## src/ahb_pkg.sv

```systemverilog
// AHB-lite subsystem package with bus structs, command formats, encodings and address map
package ahb_pkg;

  // ----------------------------------------------------------------------
  // AHB encodings
  // ----------------------------------------------------------------------
  localparam logic [1:0] HTRANS_IDLE   = 2'b00;
  localparam logic [1:0] HTRANS_NONSEQ = 2'b10;

  // Only word transfers in this subsystem
  localparam logic [2:0] HSIZE_WORD = 3'b010;

  localparam logic HRESP_OKAY  = 1'b0;
  localparam logic HRESP_ERROR = 1'b1;

  // ----------------------------------------------------------------------
  // Address map
  // ----------------------------------------------------------------------
  // SRAM region, 256 words from address zero
  localparam logic [31:0] SRAM_BASE  = 32'h0000_0000;
  localparam int          SRAM_WORDS = 256;
  // Word index width inside the SRAM
  localparam int          SRAM_AW    = $clog2(SRAM_WORDS);

  // Peripheral region, four word registers
  localparam logic [31:0] PERI_BASE     = 32'h4000_0000;
  localparam int          PERI_WORDS    = 4;
  localparam int          PERI_AW       = $clog2(PERI_WORDS);
  // Constant returned by the last peripheral register
  localparam logic [31:0] PERI_ID_VALUE = 32'h5EA5_0202;

  // ----------------------------------------------------------------------
  // Timing and buffer sizes
  // ----------------------------------------------------------------------
  localparam int SRAM_WAIT_STATES = 1;
  localparam int CMD_DEPTH        = 4;
  localparam int RSP_DEPTH        = 4;

  // ----------------------------------------------------------------------
  // Bus structs
  // ----------------------------------------------------------------------
  // Master to slave
  typedef struct packed {
    logic [31:0] haddr;
    logic [1:0]  htrans;
    logic        hwrite;
    logic [2:0]  hsize;
    logic [31:0] hwdata;
  } ahb_m2s_t;

  // Slave to master
  typedef struct packed {
    logic [31:0] hrdata;
    logic        hreadyout;
    logic        hresp;
  } ahb_s2m_t;

  // One queued command
  typedef struct packed {
    logic        write;
    logic [31:0] addr;
    logic [31:0] wdata;
  } bus_cmd_t;

  // One completed transfer; rdata zero on writes and errors
  typedef struct packed {
    logic [31:0] rdata;
    logic        err;
  } bus_rsp_t;

endpackage

```

## src/ahb_cmd_master.sv

```systemverilog
// AHB-lite master turning buffered commands into single NONSEQ transfers and responses
module ahb_cmd_master (
  input  logic              clk,
  input  logic              rst_n,
  input  ahb_pkg::bus_cmd_t cmd,
  input  logic              cmd_empty,
  output logic              cmd_pop,
  output ahb_pkg::bus_rsp_t rsp,
  output logic              rsp_push,
  input  logic              rsp_full,
  output ahb_pkg::ahb_m2s_t m2s,
  input  ahb_pkg::ahb_s2m_t s2m
);
  import ahb_pkg::*;

  // Transfer FSM
  typedef enum logic [1:0] {
    ST_IDLE,
    ST_ADDR,
    ST_DATA
  } state_t;

  state_t   state_q;
  state_t   state_d;

  // Command held for the whole transfer
  bus_cmd_t cmd_q;
  // Response waiting for its push
  bus_rsp_t rsp_q;
  logic     rsp_push_q;

  logic     start;
  logic     done;
  logic     err;

  // ----------------------------------------------------------------------
  // Control
  // ----------------------------------------------------------------------
  // New command only with room for its response
  // A push still in flight counts as used space
  assign start = (state_q == ST_IDLE) && !cmd_empty && !rsp_full && !rsp_push_q;

  // Data phase ends on hready
  assign done = (state_q == ST_DATA) && s2m.hreadyout;
  assign err  = (s2m.hresp == HRESP_ERROR);

  assign cmd_pop = start;

  always_comb begin
    state_d = state_q;
    case (state_q)
      ST_IDLE: begin
        if (start) begin
          state_d = ST_ADDR;
        end
      end
      // Single cycle address phase
      ST_ADDR: state_d = ST_DATA;
      ST_DATA: begin
        if (s2m.hreadyout) begin
          state_d = ST_IDLE;
        end
      end
      default: state_d = ST_IDLE;
    endcase
  end

  always_ff @(posedge clk or negedge rst_n) begin
    if (!rst_n) begin
      state_q    <= ST_IDLE;
      rsp_push_q <= 1'b0;
      cmd_q      <= '0;
    end else begin
      state_q    <= state_d;
      // Push one cycle after the data phase ends
      rsp_push_q <= done;
      if (start) begin
        cmd_q <= cmd;
      end
    end
  end

  // Capture response at the end of the data phase
  always_ff @(posedge clk) begin
    if (done) begin
      rsp_q.err   <= err;
      // Read data only on an okay read
      rsp_q.rdata <= (!cmd_q.write && !err) ? s2m.hrdata : '0;
    end
  end

  // ----------------------------------------------------------------------
  // Bus drive
  // ----------------------------------------------------------------------
  // Address, direction and write data stay steady through the data phase
  always_comb begin
    m2s.haddr  = cmd_q.addr;
    m2s.htrans = (state_q == ST_ADDR) ? HTRANS_NONSEQ : HTRANS_IDLE;
    m2s.hwrite = cmd_q.write;
    m2s.hsize  = HSIZE_WORD;
    m2s.hwdata = cmd_q.wdata;
  end

  assign rsp      = rsp_q;
  assign rsp_push = rsp_push_q;

endmodule

```

## config.mk

```make
export PLATFORM = sky130hd
export DESIGN_NAME = ahb_cmd_master
export DESIGN_NICKNAME = d
export VERILOG_FILES = /design/src/ahb_pkg.sv /design/src/ahb_cmd_master.sv
export SDC_FILE = /design/constraint.sdc
export NUM_CORES = 1
export LEC_CHECK = 0
export BUFFER_PORTS_ARGS = -buffer_cell sky130_fd_sc_hd__buf_2
export CAP_MARGIN = 10
export CORE_MARGIN = 1
export CORE_UTILIZATION = 41
export DETAILED_ROUTE_END_ITERATION = 8
export PLACE_DENSITY = 0.78
export SLEW_MARGIN = 15
export SYNTH_ARGS = -nofsm -noshare
export SYNTH_HDL_FRONTEND = slang
export SYNTH_SLANG_ARGS = --single-unit
```

## constraint.sdc

```tcl
create_clock -name clk -period 1.7 [get_ports clk]
set_input_delay 0.085 -clock clk [delete_from_list [all_inputs] [get_ports clk]]
set_output_delay 0.085 -clock clk [all_outputs]
set_load 0.02 [all_outputs]
```

# --- After elaboration in Yosys (flattened, before gate mapping) ---
# Cells that the tools add are included.
word_totals:
  in_bits: 103
  output_inout_bits: 105
  wordCells: 27
  reg_bits: 101
classes:
  n_eq_ne: 4
  muxes: 4
  n_reduce_logical: 12
ops:
  columns: ["op", "n"]
  rows:
  - ["$mux W2", 3]
  - ["$pmux W2 S3", 1]
  - ["$logic_and A1 B1 Y1", 5]
  - ["$logic_not A1 Y1", 5]
  - ["$ne A2 B2 Y1 const B", 2]
  - ["$eq A2 B1 Y1 const B", 1]
  - ["$eq A2 B2 Y1 const B", 1]
  - ["$logic_not A2 Y1", 1]
  - ["$reduce_and A2 Y1", 1]

# --- Depth between registers and ports, before layout ---
# Gate-level depths: netlist of the first run.
logic_depth:
  ltp_word: 6
  mapped_depth: 5

# --- Least setup slack after synthesis of the first run ---
# OpenSTA, ideal clock, no wires.
synth_path:
  path_type: "register -> register"
  startpoint: "register state_q[0]"
  endpoint: "register cmd_q (netlist bit m2s[44])"
  n_path_buf: 2
  stages_incl_launch_ff: 6
  synth_period_minus_slack_ns: 1.779
  slack_ns: -0.079
  arrival_time_ns: 1.654
  t_required_ns: 1.575
  path_cell_list: "dfrtp_1 or4_4 nor2_4 buf_8 buf_12 mux2_4"
synth_via:
  elab_chain_cells: 4
synth_rtl:
  columns: ["item", "line", "source"]
  rows:
  - ["start: declaration", "ahb_cmd_master.sv:23", "state_t state_q;"]
  - ["start signal: assignment", "ahb_cmd_master.sv:74", "state_q <= state_d;"]
  - ["$logic_not A2 Y1", "ahb_cmd_master.sv:41", "assign start = (state_q == ST_IDLE) && !cmd_empty && !rsp_full && !rsp_push_q;"]
  - ["$logic_and A1 B1 Y1 (3 in series)", "ahb_cmd_master.sv:41", null]
  - ["named net cmd_pop", "ahb_cmd_master.sv:7", "output logic cmd_pop,"]
  - ["end signal: assignment", "ahb_cmd_master.sv:78", "cmd_q <= cmd;"]
  - ["end: declaration", "ahb_cmd_master.sv:27", "bus_cmd_t cmd_q;"]
# The timed path passes the listed nets, and every way through them passes these cells.
# A chain may end at the register's enable or synchronous reset.

# --- Worst setup path after layout of the first run ---
layout_path:
  startpoint: "register state_q[0]"
  endpoint: "register cmd_q (netlist bit m2s[2])"
layout_via:
  elab_chain_cells: 4
layout_rtl:
  columns: ["item", "line"]
  rows:
  - ["$logic_not A2 Y1", "ahb_cmd_master.sv:41"]
  - ["$logic_and A1 B1 Y1 (3 in series)", "ahb_cmd_master.sv:41"]
# Every way passes these cells.

==> metrics.csv, run 1 <==
metric,value,unit
outcome,"finished, violations left",
violations,negative setup slack,
syn_inst,223,
die_w,101,um
place_area,5120,sq um
final_hold_viol_count,0,
crit_path_max_fanout,15,
setup_slack,-0.148,ns
grt_overflow,0,
detail_route.wl_per_cell,17.5,um
worstSetupPathType,register to register,
cts_sinks,101,
pwr-share-comb,37.4,%
drc,0,
maxSlewHeadroom,64.8,%
gr-usage-met3,7.77,%
fin_crit_sh,109,%
fp.coreArea,9330,sq um
ir_worst_vdd,0.589,mV
synth_warnings,0,
yosys_register_bits,101,
finalInstanceArea,6560,sq um
start_util,42.8,%
p_int,5.29,mW
rsz0062_at_grt,true,
finalSetupViolCount,66,
post-route-min-period,1.85,ns
via_count,3083,
netlist_area,4000,sq um
cts-root-buf,clkbuf_8,
viasPerCell,4.60,
cts_made_buffers,9,
synth.distinct_cells,17,
syn_avg_cell_area,17.9,sq um
clkPwrFrac,18.9,%
cts_tree,done,
setup.worst_path.start_class,register,
busiest_layer,met2,
finalClockSkew,0.0111,ns
end_kind,register,
synth.yosys.seq_area_share,67.4,%
slew_violations,0,
grt_antenna_before_repair,0,
layout.nets,639,
pin_count,208,
worstPathArrival,2.09,ns
use_met1,24.3,%
clock_path_buffers,2,
power_switching,2.65,mW
final_common_cell,buf_2,
grt_pass1_wl,17.6,mm
grt_max_degree,48,
clk_pin_slew_worst_paths,0.10,ns
die_height,101,um
grt.met2_usage,41.6,%
wirelength,11.8,mm
cap_viol_max_count,0,
hold_path.class,input pin to register,
worstPathRequired,1.94,ns
layout-drive-gt1-share,56.4,%
drtAntennaViolNets,0,
first_pass_iters,4,
setup_tns,-8.01,ns
row_count,35,
grt_pass1_vias,3451,
p_seq_share,43.6,%
p_sw_share,33.4,%
grt_use_total,23.3,%
clock_latency,0.36,ns
synthToLayoutAreaGrowth,64.2,%
power_leakage,3.11,nW
layout_common_cells,"buf_2 (202), dlygate4sd3_1 (94), dfrtp_1 (67)",
worst_slew_pin_slew,0.528,ns
dp_hpwl,5.96,mm
numPortBuffers,203,
antenna_cells,0,
p_per_area,1210,nW/um^2
gp_congestion,0.782,
die_area,10100,sq um
fmax,541,MHz
h-tree-depth,3,
drt_iter0_drc,50,
==> layer usage <==
layer	routed length [um]	share of wire, %
met1	4370	37
met2	5880	50
met3	1090	9.3
met4	406	3.5
met5	0	0
==> repair_timing <==
action,4_1_cts,5_1_grt
setup endpoints to repair,66,66
setup buffers,5,1
hold buffers,94,0
cloned,4,2
hold endpoints to repair,114,0
pin swaps,1,0
gates resized for setup,10,12
==> final timing paths <==
path / startpoint / depth (start not counted) / slack, ns / end
max: state_q[0] / 5 / -0.15 / m2s[2]
min: s2m[27] / 2 / 0.01 / rsp[26]
max reg2reg: state_q[0] / 5 / -0.15 / m2s[2]
min reg2reg: m2s[5] / 1 / 0.51 / m2s[5]
max in group asynchronous: rst_n / 3 / 0.81 / m2s[6]
min in group asynchronous: rst_n / 2 / 0.27 / m2s[38]
==> critical path, stage by stage (launching register included) <==
cell,delay [ns]
dfrtp_1,0.40
or4_4,0.50
nor2_4,0.13
buf_4,0.18
buf_12,0.16
mux2_2,0.35
==> per-stage QoR <==
step | instances | hold WS (ns) | setup WS, ns | power [mW] | util, %
6_report | 670 | 0.0128 | -0.148 | 7.94 | 70.3
5_1_grt | 670 | 0.000101 | -0.208 | 8.30 | 70.3
4_1_cts | 667 | 0.00415 | -0.168 | 7.79 | 69.2
3_5_place_dp | 548 | 0.0913 | -0.154 | 6.00 | 54.9
3_3_place_gp | 548 | 0.0840 | -0.0996 | 5.93 | 54.9
2_1_floorplan | 225 | -0.211 | -0.0557 | 5.12 | -
==> layout make-up <==
cell class / count / area (sq um)
clock inverters: 6 / 63.8
flip-flops and latches: 101 / 2690
clock buffers: 10 / 128
repair buffers: 315 / 2310
fillers: 585 / 2770
well taps: 129 / 161
multi-input cells: 109 / 1210
==> cell usage after synthesis (all sizes together) <==
library cell / count / area, sq um
dfrtp: 68 / 1700
mux2: 65 / 878
edfxtp: 33 / 991
and2: 32 / 200
buf: 12 / 148
clkbuf: 3 / 11.3
nor2: 3 / 18.8
conb: 2 / 7.51
and3b: 1 / 8.76
nor2b: 1 / 6.26
nor3b: 1 / 7.51
or2: 1 / 6.26
or4: 1 / 11.3
==> power by group through the flow <==
stage               clock network [mW]  registers [mW]  logic (mW)
CTS                               1.53            3.42        2.84
floorplan                            0            4.19       0.929
global placement                     0            3.44        2.49
finish                            1.50            3.46        2.97
global route                      1.63            3.53        3.14
detailed placement                   0            3.47        2.53
==> sequential cells by signal, indices dropped and copies added, names as in the netlist <==
| name | flops |
|---|---|
| state_q | 2 |
| rsp | 33 |
| rsp_push | 1 |
| m2s | 65 |
==> kinds of logic (layout without fill, tap and decap cells) <==
logic type,after synthesis,count (layout),share of synthesized area [%]
DFF,101,101,67.4
muxes,65,65,22.0
and+or+nand+nor,40,40,6.48
buffers and inverters,15,331,3.98
other,2,4,0.188
(Power assumes the default switching activity.)
==> run 2, diff against run 1 <==
- CORE_UTILIZATION: 41 -> 45
- PLACE_DENSITY: 0.78 -> 0.81
- clock period: 1.7 -> 1.9 ns (I/O delays scaled with it)
==> run 2 against run 1 <==
The flow now finishes without violations; final area fell by 6.1%; non-clock buffer count decreased by 21; count of clock-buffer cells in the layout grew 2; setup slack gained 0.18 ns; cell count fell by 6.3%; die area decreased by 8.7%; worst hold slack better by 0.012 ns; clock power fell by 15%; sequential power decreased by 10%; largest cell class unchanged.
==> metrics.csv, run 2 (synthesis results as in run 1) <==
metric,value,unit,change
outcome,"complete, no violations",,
wirelength,10.6,mm,-9.8%
cts_tree,done,,
crit_chain,or4_4 -> nor2_4 -> buf_6 -> buf_12 -> buf_4 -> mux2_2,,
post-route-min-period,1.87,ns,+0.0174 ns
grt_overflow,0,,unchanged
p_seq_share,45.2,%,+1.6 points
end_kind,register,,
viasPerCell,4.68,,+1.8%
pwr-share-comb,36.2,%,-1.2 points
fmax,536,MHz,-0.93%
dp_hpwl,5.95,mm,-0.13%
cts-root-buf,clkbuf_8,,
ir_worst_vdd,0.486,mV,-17%
clk_pin_slew_worst_paths,0.09,ns,about the same
nFillCells,573,,-2.1%
finalClockSkew,0.00994,ns,-0.00119 ns
final_hold_viol_count,0,,unchanged
start_util,46.0,%,+3.2 points
critPathSlowestCell,or4_4,,
pre_cts_ws,0.0238,ns,+0.178 ns
cts_sinks,101,,unchanged
p_int,4.55,mW,-14%
layout.nets,618,,-3.3%
utilization,71.0,%,+0.65 points
layout-drive-gt1-share,57.7,%,+1.3 points
grt_pass1_vias,3083,,-11%
drt_iter0_drc,67,,+34%
power_leakage,2.95,nW,-5.3%
power_switching,2.32,mW,-12%
grt_antenna_before_repair,0,,unchanged
largest_reg_flops,65,,unchanged
crit_family,simple AND/OR/NAND/NOR gates,,
synthToLayoutAreaGrowth,54.2,%,
fp.coreArea,8680,sq um,-7.0%
die_height,96.2,um,-4.5%
slew_violations,0,,unchanged
drtAntennaViolNets,0,,unchanged
pin_count,208,,unchanged
die_area,9260,sq um,-8.7%
clock_path_buffers,2,,unchanged
layout_common_cells,"buf_2 (202), dlygate4sd3_1 (76), dfrtp_1 (68)",,
finalSetupViolCount,0,,-100%
p_per_area,1120,nW/um^2,-7.8%
grt_max_degree,47,,-2.1%
worst_slew_pin_slew,0.555,ns,+0.0272 ns
worstPathRequired,2.13,ns,+0.19 ns
rsz0062_at_grt,true,,
register_area,2690,sq um,about the same
total_power,6.87,mW,-13%
fin_crit_sh,98.2,%,-11 points
antenna_cells,0,,unchanged
crit_path_max_fanout,6,,-9
die_w,96.2,um,-4.5%
grt_pass1_wl,15.1,mm,-14%
maxSlewHeadroom,63.0,%,-1.8 points
worstSetupPathType,register to register,,
worstPathArrival,2.10,ns,about the same
p_sw_share,33.8,%,+0.37 points
cts_made_buffers,9,,unchanged
slowest_delay,0.50,ns,about the same
drc,0,,unchanged
hold_path.class,input pin to register,,
row_count,34,,-2.9%
detail_route.wl_per_cell,16.9,um,-3.8%
grt_use_total,22.7,%,-0.64 points
gp_congestion,0.763,,-2.4%
cap_viol_max_count,0,,unchanged
clkPwrFrac,18.6,%,-0.3 points
via_count,2942,,-4.6%
setup_slack,0.0347,ns,+0.183 ns
worst-path-buf-inv,3,,+1
multi_input_area,1150,sq um,-4.5%
first_pass_iters,6,,+2
clock_latency,0.35,ns,about the same
holdWs,0.0251,ns,+0.0123 ns
final_common_cell,buf_2,,
numPortBuffers,203,,unchanged
setup.worst_path.start_class,register,,
h-tree-depth,3,,unchanged
-- run 2: changes by cell type in the layout (fill, tap and decap cells not counted), moves of 2 or more --
cell | before | now
mux2_4 | 53 | 39
buf_16 | 4 | 2
mux2_2 | 12 | 26
buf_4 | 4 | 7
dlygate4sd3_1 | 94 | 76
buf_12 | 7 | 4
buf_6 | 1 | 3
-- run 2: worst register-to-register path: stages, from the launching register on --
cell     delay, ns
dfrtp_1       0.40
or4_4         0.51
nor2_4        0.11
buf_6         0.15
buf_12        0.12
buf_4         0.13
mux2_2        0.34
-- run 2: area by class of cell --
cell class | count | share of cell area (%)
clock inverters | 4 | 0.508
well taps | 108 | 2.19
flip-flops and latches | 101 | 43.7
clock buffers | 12 | 2.54
repair buffers | 294 | 32.4
multi-input cells | 109 | 18.7
-- run 2: path summary, 6_finish.rpt --
check / from / to / slack (ns) / depth (start not counted)
setup reg to reg: state_q[0] / m2s[69] / 0.03 / 6
min in group asynchronous: rst_n / m2s[59] / 0.27 / 2
max in group asynchronous: rst_n / m2s[47] / 0.98 / 3
hold reg to reg: m2s[4] / m2s[4] / 0.51 / 1
setup / recovery: state_q[0] / m2s[69] / 0.03 / 6
hold / removal: s2m[28] / rsp[27] / 0.03 / 2
-- run 2: power groups by stage --
stage               combinational [mW]  clock, mW  sequential (mW)
floorplan                        0.831          0             3.75
global placement                  2.23          0             3.07
detailed placement                2.27          0             3.11
CTS                               2.46       1.32             3.07
global route                      2.65       1.41             3.17
finish                            2.48       1.28             3.11
-- run 2: routing by layer --
metal / routed length (um) / GRT usage [%]
met5: 0 / 0
met4: 174 / 8.71
met3: 981 / 6.79
met2: 5410 / 41.4
met1: 4030 / 24.5
-- run 2: repair_timing --
item / in CTS / in global routing
setup buffers: 6 / 1
gates cloned: 2 / 0
gates resized for setup: 4 / 2
hold buffers: 76 / 0
endpoints found under the setup margin: 1 / 21
hold endpoints to repair: 97 / 0
pin swaps: 2 / 1
-- run 2: through the flow --
stage	TNS (ns)	instance area [sq um]	instances
global route	-0.0392	6160	628
floorplan	0	4000	225
CTS	-0.0262	6150	627
detailed placement	0	5090	527
global placement	0	5090	527
finish	0	6160	628
==> run 3, diff against run 2 <==
- CORE_UTILIZATION: 45 -> 48
- PLACE_DENSITY: 0.81 -> 0.85
- clock period: 1.9 -> 2.2 ns (I/O delays scaled with it)
==> run 3 against run 2 <==
Via count fell by 3.6%; sequential power fell by 14%; setup slack better by 0.14 ns; final area decreased by 3.3%; sequential share of layout area is 1.5 points higher; critical endpoint is now cmd_pop.
==> metrics.csv, run 3 (synthesis results as in run 1) <==
metric,value,unit,change
cts_sinks,101,,unchanged
outcome,"complete, no violations",,
via_count,2835,,-3.6%
cts_made_buffers,9,,unchanged
worstPathArrival,1.92,ns,-0.18 ns
setup_tns,0,ns,unchanged
clock_path_buffers,2,,unchanged
grt_pass1_vias,3059,,-0.78%
dp_hpwl,6.29,mm,+5.7%
grt_use_total,23.3,%,+0.60 points
fmax,493,MHz,
register_area,2690,sq um,unchanged
dp_cells,520,,-1.3%
maxSlewHeadroom,57.5,%,-5.4 points
antenna_cells,0,,unchanged
multi_input_area,1150,sq um,unchanged
ctsHoldBuffers,64,,-16%
clk_pin_slew_worst_paths,0.08,ns,about the same
worstSetupPathType,register to output port,,
numPortBuffers,203,,unchanged
clock_latency,0.35,ns,about the same
finalSetupViolCount,0,,unchanged
drt_iter0_drc,84,,+25%
first_pass_iters,4,,-2
layout.nets,597,,-3.4%
end_kind,output port,,
hold_path.class,input pin to register,,
post_cts_buffers,0,,-6
ir_worst_vdd,0.464,mV,-4.5%
layout_common_cells,"buf_2 (203), dfrtp_1 (68), dlygate4sd3_1 (65)",,
fin_cells,601,,-4.3%
rsz0062_at_grt,false,,
drc,0,,unchanged
nFillCells,470,,-18%
finalClockSkew,0.0102,ns,+0.000269 ns
die_height,93.2,um,-3.1%
setup.worst_path.start_class,register,,
grt_antenna_before_repair,0,,unchanged
post_cts_resized,0,,-4
cts-root-buf,clkbuf_8,,
drtAntennaViolNets,0,,unchanged
wirelength,9.90,mm,-6.6%
detail_route.wl_per_cell,16.5,um,-2.5%
post-route-min-period,2.03,ns,
p_per_area,1030,nW/um^2,-8.0%
final_hold_viol_count,0,,unchanged
fin_crit_sh,92.2,%,
die_w,93.2,um,-3.1%
die_area,8690,sq um,-6.1%
worst_slew_pin_slew,0.637,ns,+0.0813 ns
pin_count,208,,unchanged
row_count,32,,-5.9%
fp.coreArea,7890,sq um,-9.1%
slew_violations,0,,unchanged
start_util,50.7,%,+4.6 points
gp_congestion,0.750,,-1.8%
h-tree-depth,3,,unchanged
synthToLayoutAreaGrowth,49.1,%,
grt_pass1_wl,15.1,mm,-0.18%
worstPathRequired,2.09,ns,-0.04 ns
grt_max_degree,42,,-11%
power_leakage,2.86,nW,-3.0%
total_power,6.11,mW,-11%
crit_path_max_fanout,26,,+20
largest_reg_flops,65,,unchanged
layout-drive-gt1-share,58.3,%,+0.62 points
viasPerCell,4.72,,+0.69%
cts_tree,done,,
final_common_cell,buf_2,,
grt_overflow,0,,unchanged
cap_viol_max_count,0,,unchanged
-- run 3: final timing paths --
path | cells past startpoint | slack (ns) | to | startpoint
max | 4 | 0.17 | cmd_pop | state_q[0]
min | 2 | 0.03 | m2s[22] | cmd[22]
max reg2reg | 4 | 0.27 | m2s[3] | state_q[0]
min reg2reg | 1 | 0.51 | m2s[54] | m2s[54]
max in group asynchronous | 3 | 1.25 | m2s[28] | rst_n
min in group asynchronous | 2 | 0.30 | m2s[12] | rst_n
-- run 3: routing by layer --
layer | part of all wire [%] | track usage [%]
met5 | 0 | 0
met4 | 1.2 | 7.95
met3 | 9.8 | 8.54
met2 | 52 | 42.0
met1 | 37 | 25.1
-- run 3: worst max-delay path: stages (launching register included) --
cell and delay, ns:
dfrtp_1 0.42, or4_4 0.57, nor2_4 0.16, buf_12 0.22
buf_2 0.20
-- run 3: cell type report --
cell class	count	area share, %
repair buffers	273	29.2
clock inverters	3	1.09
multi-input cells	109	19.3
well taps	102	2.14
flip-flops and latches	101	45.2
clock buffers	13	3.02
-- run 3: where the power goes --
part | leakage (nW) | internal (mW) | total (mW) | switching, mW
clock network | 0.125 | 0.772 | 1.37 | 0.595
registers | 1.11 | 2.42 | 2.69 | 0.269
logic | 1.62 | 0.969 | 2.06 | 1.09
total | 2.86 | 4.16 | 6.11 | 1.96
-- run 3: through the flow --
stage	instance area (sq um)	utilization, %	setup slack, ns	hold WS [ns]
6_report	5960	75.6	0.171	0.0278
3_5_place_dp	5060	64.2	0.286	0.170
4_1_cts	5950	75.4	0.149	0.00479
5_1_grt	5960	75.6	0.0918	0.00160
2_1_floorplan	4000	-	0.421	-0.186
3_3_place_gp	5060	64.2	0.335	0.159
